### src/include/bbc_mem_params.svh
`ifndef BBC_MEM_PARAMS_SVH
`define BBC_MEM_PARAMS_SVH

// Bus and address widths
`define BBC_CPU_AW        16
`define BBC_DW            8
`define BBC_EXT_AW        18
`define BBC_MA_W          14
`define BBC_RA_W          5
`define BBC_DISP_AW       15
`define BBC_ROMSEL_W      4

// CPU memory map boundaries
`define BBC_ROM_BASE      16'h8000
`define BBC_MOS_BASE      16'hC000
`define BBC_FRED_BASE     16'hFC00

// SHEILA holds the on-board peripherals
`define BBC_SHEILA_PAGE   8'hFE

// ACIA stub, transmit data register empty
`define BBC_ACIA_STATUS   8'h02

// Screen wrap offsets added to MA bits 11:8 when MA bit 12 is set
`define BBC_WRAP_MODE3    4'd8
`define BBC_WRAP_MODE6    4'd12
`define BBC_WRAP_MODE012  4'd6
`define BBC_WRAP_MODE45   4'd11

`endif
### src/logic/bbc_mem_pkg.sv
package bbc_mem_pkg;

   // Region selected by the CPU address
   typedef enum logic [2:0]
   {
      REGION_RAM      = 3'd0,
      REGION_ROM      = 3'd1,
      REGION_MOS      = 3'd2,
      REGION_ACIA     = 3'd3,
      REGION_ROMSEL   = 3'd4,
      REGION_IO_OTHER = 3'd5
   } bus_region_e;

   // IC32 bits 5:4, selects where the screen restarts after the
   // hardware wrap at 0x8000
   typedef enum logic [1:0]
   {
      // Restart at 0x4000
      WRAP_MODE3   = 2'b00,
      // Restart at 0x6000
      WRAP_MODE6   = 2'b01,
      // Restart at 0x3000
      WRAP_MODE012 = 2'b10,
      // Restart at 0x5800
      WRAP_MODE45  = 2'b11
   } wrap_mode_e;

endpackage

### src/logic/bbc_mem_top.sv
`timescale 1ns/1ps

`include "bbc_mem_params.svh"

module bbc_mem_top
(
   input  logic                        CLK32M_I,
   input  logic                        reset_n,

   // CPU bus
   input  logic [`BBC_CPU_AW-1:0]      cpu_a,
   input  logic [`BBC_DW-1:0]          cpu_wdata,
   input  logic                        cpu_r_nw,
   input  logic                        cpu_clken,
   output logic [`BBC_DW-1:0]          cpu_rdata,

   // Video side
   input  logic                        video_clken,
   input  logic [`BBC_MA_W-1:0]        crtc_ma,
   input  logic [`BBC_RA_W-1:0]        crtc_ra,

   input  logic [`BBC_DW-1:0]          sys_via_pb,

   // External RAM
   output logic [`BBC_EXT_AW-1:0]      ext_a,
   output logic                        ext_n_oe,
   output logic                        ext_n_we,
   output logic [`BBC_DW-1:0]          ext_din,
   input  logic [`BBC_DW-1:0]          ext_dout,

   output logic                        keyb_enable_n,
   output logic                        sound_enable_n,
   output logic                        caps_lock_led_n,
   output logic                        shift_lock_led_n
);

   bbc_mem_pkg::bus_region_e      region;
   logic [`BBC_ROMSEL_W-1:0]      romsel;
   bbc_mem_pkg::wrap_mode_e       wrap_mode;
   logic [`BBC_DISP_AW-1:0]       display_a;

   addr_decoder u_addr_decoder
   (
      .CLK32M_I   (CLK32M_I),
      .reset_n    (reset_n),
      .cpu_a      (cpu_a),
      .cpu_wdata  (cpu_wdata),
      .cpu_r_nw   (cpu_r_nw),
      .cpu_clken  (cpu_clken),
      .region     (region),
      .romsel     (romsel)
   );

   ic32_latch u_ic32_latch
   (
      .CLK32M_I         (CLK32M_I),
      .reset_n          (reset_n),
      .sys_via_pb       (sys_via_pb),
      .keyb_enable_n    (keyb_enable_n),
      .sound_enable_n   (sound_enable_n),
      .caps_lock_led_n  (caps_lock_led_n),
      .shift_lock_led_n (shift_lock_led_n),
      .wrap_mode        (wrap_mode)
   );

   display_address u_display_address
   (
      .crtc_ma    (crtc_ma),
      .crtc_ra    (crtc_ra),
      .wrap_mode  (wrap_mode),
      .display_a  (display_a)
   );

   mem_access u_mem_access
   (
      .CLK32M_I     (CLK32M_I),
      .reset_n      (reset_n),
      .video_clken  (video_clken),
      .display_a    (display_a),
      .region       (region),
      .romsel       (romsel),
      .cpu_a        (cpu_a),
      .cpu_wdata    (cpu_wdata),
      .cpu_r_nw     (cpu_r_nw),
      .ext_dout     (ext_dout),
      .ext_a        (ext_a),
      .ext_n_oe     (ext_n_oe),
      .ext_n_we     (ext_n_we),
      .ext_din      (ext_din),
      .cpu_rdata    (cpu_rdata)
   );

endmodule

### src/logic/mem_access.sv
`timescale 1ns/1ps

`include "bbc_mem_params.svh"

module mem_access
(
   input  logic                        CLK32M_I,
   input  logic                        reset_n,
   input  logic                        video_clken,
   input  logic [`BBC_DISP_AW-1:0]     display_a,
   input  bbc_mem_pkg::bus_region_e    region,
   input  logic [`BBC_ROMSEL_W-1:0]    romsel,
   input  logic [`BBC_CPU_AW-1:0]      cpu_a,
   input  logic [`BBC_DW-1:0]          cpu_wdata,
   input  logic                        cpu_r_nw,
   input  logic [`BBC_DW-1:0]          ext_dout,
   output logic [`BBC_EXT_AW-1:0]      ext_a,
   output logic                        ext_n_oe,
   output logic                        ext_n_we,
   output logic [`BBC_DW-1:0]          ext_din,
   output logic [`BBC_DW-1:0]          cpu_rdata
);

   logic [`BBC_EXT_AW-1:0] video_ext_a;
   logic [`BBC_EXT_AW-1:0] rom_ext_a;
   logic [`BBC_EXT_AW-1:0] cpu_ext_a;

   // Screen and main RAM share the bottom of the external RAM
   assign video_ext_a = {{(`BBC_EXT_AW-`BBC_DISP_AW){1'b0}}, display_a};
   assign cpu_ext_a   = {{(`BBC_EXT_AW-`BBC_CPU_AW){1'b0}}, cpu_a};

   // Each sideways bank is a 16K page above the bank number
   assign rom_ext_a = {romsel, cpu_a[13:0]};

   // External RAM port, one registered access per cycle
   always_ff @(posedge CLK32M_I or negedge reset_n)
   begin
      if (!reset_n)
      begin
         ext_a    <= '0;
         ext_n_oe <= 1'b1;
         ext_n_we <= 1'b1;
         ext_din  <= '0;
      end
      else
      begin
         ext_din  <= cpu_wdata;
         ext_n_we <= 1'b1;
         ext_n_oe <= 1'b0;
         // Video slot wins over any CPU access
         if (!video_clken)
         begin
            ext_a <= video_ext_a;
         end
         else if (region == bbc_mem_pkg::REGION_ROM)
         begin
            ext_a <= rom_ext_a;
         end
         else if (region == bbc_mem_pkg::REGION_MOS)
         begin
            ext_a <= cpu_ext_a;
         end
         else if (region == bbc_mem_pkg::REGION_RAM)
         begin
            // RAM is the only writable region
            ext_a    <= cpu_ext_a;
            ext_n_we <= cpu_r_nw;
            ext_n_oe <= ~cpu_r_nw;
         end
      end
   end

   // CPU read data
   always_comb
   begin
      case (region)
         bbc_mem_pkg::REGION_RAM,
         bbc_mem_pkg::REGION_ROM,
         bbc_mem_pkg::REGION_MOS:
         begin
            cpu_rdata = ext_dout;
         end
         bbc_mem_pkg::REGION_ACIA:
         begin
            cpu_rdata = `BBC_ACIA_STATUS;
         end
         default:
         begin
            // Undecoded I/O reads as pulled down
            cpu_rdata = '0;
         end
      endcase
   end

endmodule

### src/logic/display_address.sv
`timescale 1ns/1ps

`include "bbc_mem_params.svh"

module display_address
(
   input  logic [`BBC_MA_W-1:0]       crtc_ma,
   input  logic [`BBC_RA_W-1:0]       crtc_ra,
   input  bbc_mem_pkg::wrap_mode_e    wrap_mode,
   output logic [`BBC_DISP_AW-1:0]    display_a
);

   logic [3:0] wrap_offset;
   logic [3:0] high_nibble;

   // Offset that brings a wrapped address back into screen memory
   always_comb
   begin
      case (wrap_mode)
         bbc_mem_pkg::WRAP_MODE3:
         begin
            wrap_offset = `BBC_WRAP_MODE3;
         end
         bbc_mem_pkg::WRAP_MODE6:
         begin
            wrap_offset = `BBC_WRAP_MODE6;
         end
         bbc_mem_pkg::WRAP_MODE012:
         begin
            wrap_offset = `BBC_WRAP_MODE012;
         end
         default:
         begin
            wrap_offset = `BBC_WRAP_MODE45;
         end
      endcase
   end

   // MA12 set means the CRTC ran past 0x8000, sum wraps modulo 16
   assign high_nibble = crtc_ma[12] ? (crtc_ma[11:8] + wrap_offset) : crtc_ma[11:8];

   always_comb
   begin
      if (!crtc_ma[13])
      begin
         // Bitmap modes, eight scan lines per character cell
         display_a = {high_nibble, crtc_ma[7:0], crtc_ra[2:0]};
      end
      else
      begin
         // Teletext, one byte per character at 0x3C00 or 0x7C00
         display_a = {high_nibble[3], 4'b1111, crtc_ma[9:0]};
      end
   end

endmodule

### src/logic/ic32_latch.sv
`timescale 1ns/1ps

`include "bbc_mem_params.svh"

module ic32_latch
(
   input  logic                      CLK32M_I,
   input  logic                      reset_n,
   input  logic [`BBC_DW-1:0]        sys_via_pb,
   output logic                      keyb_enable_n,
   output logic                      sound_enable_n,
   output logic                      caps_lock_led_n,
   output logic                      shift_lock_led_n,
   output bbc_mem_pkg::wrap_mode_e   wrap_mode
);

   logic [7:0] ic32;

   // 74LS259 style, PB2..0 address one bit and PB3 is the data
   always_ff @(posedge CLK32M_I or negedge reset_n)
   begin
      if (!reset_n)
      begin
         ic32 <= '0;
      end
      else
      begin
         ic32[sys_via_pb[2:0]] <= sys_via_pb[3];
      end
   end

   // Bit 0 gates the sound chip write
   assign sound_enable_n = ic32[0];

   // Bits 1 and 2 were the speech chip strobes, not fitted here

   // Low lets the keyboard scan itself
   assign keyb_enable_n = ic32[3];

   assign wrap_mode = bbc_mem_pkg::wrap_mode_e'(ic32[5:4]);

   // LEDs are lit when the bit is low
   assign caps_lock_led_n  = ic32[6];
   assign shift_lock_led_n = ic32[7];

endmodule

### src/logic/addr_decoder.sv
`timescale 1ns/1ps

`include "bbc_mem_params.svh"

module addr_decoder
(
   input  logic                          CLK32M_I,
   input  logic                          reset_n,
   input  logic [`BBC_CPU_AW-1:0]        cpu_a,
   input  logic [`BBC_DW-1:0]            cpu_wdata,
   input  logic                          cpu_r_nw,
   input  logic                          cpu_clken,
   output bbc_mem_pkg::bus_region_e      region,
   output logic [`BBC_ROMSEL_W-1:0]      romsel
);

   logic romsel_we;

   // Memory map decode
   always_comb
   begin
      if (cpu_a < `BBC_ROM_BASE)
      begin
         region = bbc_mem_pkg::REGION_RAM;
      end
      else if (cpu_a < `BBC_MOS_BASE)
      begin
         region = bbc_mem_pkg::REGION_ROM;
      end
      else if ((cpu_a < `BBC_FRED_BASE) || (cpu_a[15:8] == 8'hFF))
      begin
         // MOS also owns the top page with the vectors
         region = bbc_mem_pkg::REGION_MOS;
      end
      else if ((cpu_a[15:8] == `BBC_SHEILA_PAGE) && (cpu_a[7:3] == 5'b00001))
      begin
         // SHEILA 0x08 to 0x0F
         region = bbc_mem_pkg::REGION_ACIA;
      end
      else if ((cpu_a[15:8] == `BBC_SHEILA_PAGE) && (cpu_a[7:4] == 4'h3))
      begin
         // SHEILA 0x30 to 0x3F
         region = bbc_mem_pkg::REGION_ROMSEL;
      end
      else
      begin
         region = bbc_mem_pkg::REGION_IO_OTHER;
      end
   end

   // Only a strobed CPU write to the latch loads it
   assign romsel_we = (region == bbc_mem_pkg::REGION_ROMSEL) && !cpu_r_nw && cpu_clken;

   // Paged ROM bank register
   always_ff @(posedge CLK32M_I or negedge reset_n)
   begin
      if (!reset_n)
      begin
         romsel <= '0;
      end
      else if (romsel_we)
      begin
         romsel <= cpu_wdata[`BBC_ROMSEL_W-1:0];
      end
   end

endmodule

### config.mk
export PLATFORM = sky130hd
export DESIGN_NAME = bbc_mem_top
export DESIGN_NICKNAME = d
export VERILOG_FILES = /design/src/logic/bbc_mem_pkg.sv /design/src/logic/bbc_mem_top.sv /design/src/logic/mem_access.sv /design/src/logic/display_address.sv /design/src/logic/ic32_latch.sv /design/src/logic/addr_decoder.sv
export VERILOG_INCLUDE_DIRS = /design/src /design/src/include
export SDC_FILE = /design/constraint.sdc
export NUM_CORES = 1
export LEC_CHECK = 0
export ABC_CLOCK_PERIOD_IN_PS = 2500
export BUFFER_PORTS_ARGS = -buffer_cell sky130_fd_sc_hd__buf_2
export CAP_MARGIN = 20
export CORE_MARGIN = 4
export CORE_UTILIZATION = 46
export CTS_BUF_LIST = sky130_fd_sc_hd__clkbuf_2 sky130_fd_sc_hd__clkbuf_4 sky130_fd_sc_hd__clkbuf_8
export DETAILED_ROUTE_END_ITERATION = 8
export PLACE_DENSITY = 0.92
export SLEW_MARGIN = 10
export SYNTH_ARGS = -nofsm -noshare
export SYNTH_HDL_FRONTEND = slang
export SYNTH_SLANG_ARGS = --single-unit
### constraint.sdc
create_clock -name CLK32M_I -period 2.5 [get_ports CLK32M_I]
set_input_delay 0.25 -clock CLK32M_I [delete_from_list [all_inputs] [get_ports CLK32M_I]]
set_output_delay 0.25 -clock CLK32M_I [all_outputs]
set_load 0.02 [all_outputs]
==> run metrics, run 1 <==
global-route wire length before repair=8230 um; PwrDens=596 mW/mm2; Gate power share=0.247; Fin. Hold Viols=0; pin count of the biggest net entering global routing=39; Syn Nets=256; post-CTS sizing=0; Max clock buf depth=2; clock slew at reported path FFs=0.08 ns; max incr delay on CP=0.42 ns; Seq cells post-synth=38; Vias=1761; clk sinks=38; gr usage total=0.204; initial antenna violation count=0; worst hold path type=in -> async; P_int=1.05 mW; placement row count=23; share of the synthesized area in the top cell type=0.464; Reg2Reg Launch Point=u_ic32_latch.ic32[5]; drt via density=5.32; Sw Pwr=470 uW; die area=0.00532 mm2; critical path's slowest cell=dfrtp_1; met1 GRT Util=0.239; maxcap violations=0; Nets=between 300 and 400; crit path cell chain=ha_1 > or2_2 > ha_1 > a21o_1 > a21oi_1 > o21bai_1 > nand3_1; iteration count of the initial detailed-routing pass=4; n_diodes=0; initial core utilization=0.482; reg-to-reg slack, setup=around 0.6 ns; Clock power frac=0.296; top cells by area, synth=dfrtp_1 (46%), mux2_2 (5.8%), nand2_1 (5.2%); RSZ-0062 raised after global routing=false; multi-input logic area=around 920 um2; Core ar.=just over 0.004 mm2; Peak Freq=between 0.5 and 0.6 GHz; H-tree level count=2; Mapped Cells=185; Setup-failing EPs final=0; clk_skew=0.00573 ns; Post-synth EDFFs=0; drt wl/cell=15.5 um; Tcrit/Tclk final=0.756; root buf cell=clkbuf_8; CTS tree=built; GRT Max-Usage Layer=met2; Crit. End Element=register; Sequential Power Share=0.457; max_slew headroom=0.445; Remaining Overflow, GRT=0; Post CTS Setup Buffer Count=0; placed insts=323; Cell Area, Synth=a little under 0.002 mm2; # hold bufs at CTS=0; WHS=0.0399 ns; die width=73.0 um; antenna viol nets, final=0; Tmin final=roughly 1.9 ns; chip height=73.0 um; number of remaining DRC errors=0; CP arrival=between 2 and 2.5 ns; Post-Layout Cell Count=~330; # fillers=353; asr flop ratio synth=1.00; Port Buffers=97; vias in the first global route=1793; capture point of the worst reg-to-reg path=u_mem_access.ext_a[14]; synth unique cells=39; Slew Viols, Final=0; P_leak=roughly 1.2 nW; Ys Warns=0; Worst setup SP type=register; DRT iter0 DRCs=121; worst path required time=2.67 ns; setup_tns=0 ns; Syn Area/Cell=~10 um2; Layout area overhead=30.9%; # IOs=104; most common cell after layout, fill and taps aside=buf_2; Max FO, Critical Path=4; Post-DP HPWL=3980 um; Clock Latency Late Sink=approximately 0.3 ns; Setup CP Type=reg -> reg; register area=953 um2; sequential share of the synthesized area=0.491; gpl congestion=0.789; CTS buffer count=5; post-synth top area cell=dfrtp_1; grt met2 use=0.352; most used cell, CP=ha_1; maximum vdd drop=0.313 mV; switching share of power=0.310; worst reg-to-reg path cell count=7; met3 usage=0.0702; final WL=5120 um; most frequent cells in the layout=buf_2 (97), dfrtp_1 (36), nand2_1 (27), nor2b_1 (13); Worst-Margin Slew=0.833 ns; Most used DFF post-synth=dfrtp_1; outcome=finished, final reports clean; share of layout cells above drive strength 1=0.438
[critical path: cells and delay by family, from the launching register on]
family,cells,cell delay [ns]
AO/OA/AOI/OAI,3,0.45
adder cells (fa/ha/maj),2,0.48
flip-flops,1,0.42
AND/OR/NAND/NOR,2,0.42
[power by group through the flow]
| stage | combinational, mW | clock [mW] | sequential (mW) |
|---|---|---|---|
| 2_1_floorplan | 0.168 | 0 | 0.759 |
| 3_3_place_gp | 0.365 | 0 | 0.700 |
| 3_5_place_dp | 0.379 | 0 | 0.704 |
| 4_1_cts | 0.381 | 0.458 | 0.692 |
| 5_1_grt | 0.420 | 0.490 | 0.698 |
| 6_report | 0.374 | 0.449 | 0.692 |
[registers in the layout (all words and copies together), names as in the netlist]
register and count:
u_mem_access.ext_a 18, u_addr_decoder.romsel 4, u_mem_access.ext_din 8, u_mem_access.ext_n_oe 1
u_ic32_latch.ic32 6, u_mem_access.ext_n_we 1
[area by class of cell]
type                       count  area share
tap                           50      0.0246
clock buffer                   6      0.0325
inverter                       3     0.00443
sequential                    38       0.375
clock inverter                 2     0.00492
timing repair buffer          99       0.197
multi-input combinational    133       0.361
[per-layer routing]
layer  part of all wire  routed length (um)  up-vias
li1                   -                   -      846
met1               0.38                1930      836
met2               0.52                2670       73
met3              0.088                 452        6
met4              0.012                  61        0
met5                  0                   0        -
[stage by stage]
step / power, mW / utilization / setup WS (ns) / instance area (um2)
finish: 1.52 / 0.631 / 0.611 / 2540
global route: 1.61 / 0.631 / 0.481 / 2540
CTS: 1.53 / 0.631 / 0.588 / 2540
detailed placement: 1.08 / 0.607 / 0.601 / 2450
global placement: 1.06 / 0.607 / 0.663 / 2450
floorplan: 0.927 / - / 0.720 / 1940
[Yosys cell counts, types with 2 or more instances]
| master | count |
|---|---|
| a211oi_1 | 10 |
| a21o_1 | 2 |
| a21oi_1 | 2 |
| a22oi_1 | 5 |
| a31oi_1 | 10 |
| and2_1 | 8 |
| and4_1 | 2 |
| buf_2 | 2 |
| buf_4 | 2 |
| clkbuf_1 | 5 |
| dfrtp_1 | 36 |
| dfstp_2 | 2 |
| ha_1 | 6 |
| inv_1 | 3 |
| mux2_2 | 10 |
| mux2i_1 | 2 |
| nand2_1 | 27 |
| nand3_1 | 3 |
| nand3b_1 | 2 |
| nor2_1 | 7 |
| nor2b_1 | 13 |
| nor3_1 | 2 |
| nor3b_1 | 2 |
| o211ai_1 | 2 |
| o21ai_0 | 6 |
[how the worst max path moves through the flow]
stage	startpoint	to	slack [ns]	cells after the start
finish	u_ic32_latch.ic32[5]	u_mem_access.ext_a[14]	0.61	7
CTS	u_ic32_latch.ic32[5]	u_mem_access.ext_a[14]	0.59	7
global placement	u_ic32_latch.ic32[5]	u_mem_access.ext_a[13]	0.66	7
global route	u_ic32_latch.ic32[5]	u_mem_access.ext_a[14]	0.48	7
floorplan	u_ic32_latch.ic32[5]	u_mem_access.ext_a[14]	0.72	7
detailed placement	u_ic32_latch.ic32[5]	u_mem_access.ext_a[13]	0.60	7
[cell families after synthesis]
| group | share of synthesized area |
|---|---|
| AND/OR/NAND/NOR | 0.209 |
| AO/OA/AOI/OAI | 0.142 |
| flip-flops | 0.491 |
| buffers and inverters | 0.0361 |
| multiplexers | 0.0683 |
| adder cells (fa/ha/maj) | 0.0490 |
| XOR/XNOR | 0.00451 |
Note: power is estimated with default switching activity, not from simulation.
==> inputs of run 2 (changes only) <==
ABC_CLOCK_PERIOD_IN_PS = 1600   (was 2500)
CORE_UTILIZATION = 42   (was 46)
PLACE_DENSITY = 0.89   (was 0.92)
clock period = 1.6 ns   (was 2.5 ns; I/O delays follow)
==> run 2 against run 1 <==
Against the previous run: the run now ends with setup timing left; clock-buffer cell count rose by 1; register-to-register slack worse by 0.75 ns; highest routed layer unchanged; sequential share of layout area fell by 2.5 points.
==> run metrics, run 2 (synthesis gave the netlist of run 1 again) <==
outcome=finished, violations left; failing checks=setup timing; maximum vdd drop=0.414 mV (+32%); placed insts=332 (+2.8%); H-tree level count=2 (unchanged); maxcap violations=0 (unchanged); share of layout cells above drive strength 1=0.461 (+0.0236); setup ws final=-0.136 ns (-0.747 ns); Port Buffers=97 (unchanged); CTS tree=built; gpl congestion=0.825 (+4.5%); worst hold path type=in -> reg; Clock Latency Late Sink=0.28 ns (-0.02 ns); Tcrit/Tclk final=1.08 (+0.329); antenna viol nets, final=0 (unchanged); clock slew at reported path FFs=0.08 ns (about the same); Peak Freq=0.576 GHz (+8.8%); Max clock buf depth=2 (unchanged); worst path required time=1.76 ns (-0.91 ns); iteration count of the initial detailed-routing pass=4 (unchanged); drt via density=5.15 (-3.2%); Core ar.=0.00441 mm2 (+9.6%); placement row count=24 (+4.3%); Post-Layout Cell Count=349 (+5.4%); PwrDens=888 mW/mm2 (+49%); WHS=0.123 ns (+0.0826 ns); clk_skew=0.00701 ns (+0.00128 ns); # fillers=357 (+1.1%); initial antenna violation count=0 (unchanged); clk sinks=38 (unchanged); global-route wire length before repair=8210 um (-0.24%); die width=76.0 um (+4.1%); Setup-failing EPs final=3 (+3); register area=953 um2 (unchanged); DP Worst Slack=-0.145 ns (-0.745 ns); DRT iter0 DRCs=94 (-22%); root buf cell=clkbuf_8; Max FO, Critical Path=3 (-1); final core utilization=0.617 (-0.0137); vias in the first global route=1838 (+2.5%); CTS buffer count=5 (unchanged); gr usage total=0.171 (-0.0328); final WL=5020 um (-2.0%); Vias=1798 (+2.1%); Top Registers=u_mem_access.ext_a: 18 flops, u_mem_access.ext_din: 8 flops, u_ic32_latch.ic32: 6 flops; max_slew headroom=0.657 (+0.213); # IOs=104 (unchanged); Tmin final=1.74 ns (-0.153 ns); finished layout cell area=0.00272 mm2 (+7.2%); number of flip-flops in the largest register=18 (unchanged); DP Area=0.00252 mm2 (+3.2%); Sw Pwr=712 uW (+51%); multi-input logic area=956 um2 (+4.1%); initial core utilization=0.440 (-0.0421); Largest Register=u_mem_access.ext_a; setup_tns=-0.331 ns (-0.331 ns); P_int=1.71 mW (+63%); RSZ-0062 raised after global routing=true; Sequential Power Share=0.447 (-0.010); Crit. End Element=register; Worst setup SP type=register; most common cell after layout, fill and taps aside=buf_2; pin count of the biggest net entering global routing=39 (unchanged); Clock power frac=0.281 (-0.015); Nets=367 (+4.6%); Worst-Margin Slew=0.507 ns (-0.326 ns); CP arrival=1.89 ns (-0.17 ns); die area=0.00578 mm2 (+8.5%); Slew Viols, Final=0 (unchanged); chip height=76.0 um (+4.1%); Setup CP Type=reg -> reg; most frequent cells in the layout=buf_2 (97), dfrtp_1 (36), nand2_1 (27), nor2b_1 (13); switching share of power=0.294 (-0.0159); Post CTS Setup Buffer Count=0 (unchanged); P_leak=1.32 nW (+5.5%); Layout area overhead=40.3%; Design Power=2.42 mW (+60%); number of remaining DRC errors=0 (unchanged); Fin. Hold Viols=0 (unchanged); n_diodes=0 (unchanged); Post-DP HPWL=3950 um (-0.87%); drt wl/cell=14.4 um (-7.0%); Remaining Overflow, GRT=0 (unchanged); Gate power share=0.272 (+0.025)
run 2: changes by cell type in the layout (fill, tap and decap cells not counted), moves of 2 or more:
cell	delta
dlygate4sd3_1	+9
buf_4	+7
ha_1	-3
ha_2	+2
run 2: power groups by stage:
stage / logic [mW] / clock network, mW / registers, mW
after floorplan: 0.277 / 0 / 1.19
after global placement: 0.614 / 0 / 1.09
after detailed placement: 0.634 / 0 / 1.10
after CTS: 0.653 / 0.705 / 1.08
after global routing: 0.726 / 0.748 / 1.09
final: 0.658 / 0.681 / 1.08
run 2: final timing paths:
check | from | endpoint | slack [ns] | cells after the start
hold reg to reg | u_ic32_latch.ic32[0] | u_ic32_latch.ic32[0] | 0.51 | 1
hold / removal | cpu_a[1] | u_mem_access.ext_a[1] | 0.12 | 3
setup / recovery | u_ic32_latch.ic32[4] | u_mem_access.ext_a[14] | -0.14 | 8
setup reg to reg | u_ic32_latch.ic32[4] | u_mem_access.ext_a[14] | -0.14 | 8
max in group asynchronous | reset_n | u_mem_access.ext_n_oe | 0.79 | 3
min in group asynchronous | reset_n | u_mem_access.ext_a[3] | 0.45 | 3
run 2: cell type report:
cell class	count	share of cell area
clock buffers	7	0.0331
clock inverters	1	0.00184
flip-flops and latches	38	0.350
repair buffers	115	0.236
well taps	52	0.0239
multi-input cells	133	0.351
inverters	3	0.00413
run 2: metal layers:
metal	wire length (um)	track usage	vias up
met4	63	0.0605	0
li1	-	-	875
met3	401	0.0532	6
met2	2530	0.297	72
met5	0	0	-
met1	2020	0.197	845
run 2: worst max-delay path, stage by stage (launching register included):
cell	delay (ns)
dfrtp_1	0.39
inv_2	0.05
ha_2	0.17
or2_4	0.26
ha_4	0.21
a21o_1	0.19
a21oi_1	0.13
o21bai_4	0.13
nand3_1	0.08
run 2: repair_timing:
action | CTS | global route
resized for setup | 1 | 2
hold buffers | 9 | 0
endpoints found under the hold margin | 44 | 0
setup endpoints to repair | 3 | 3
pin swaps | 4 | 1
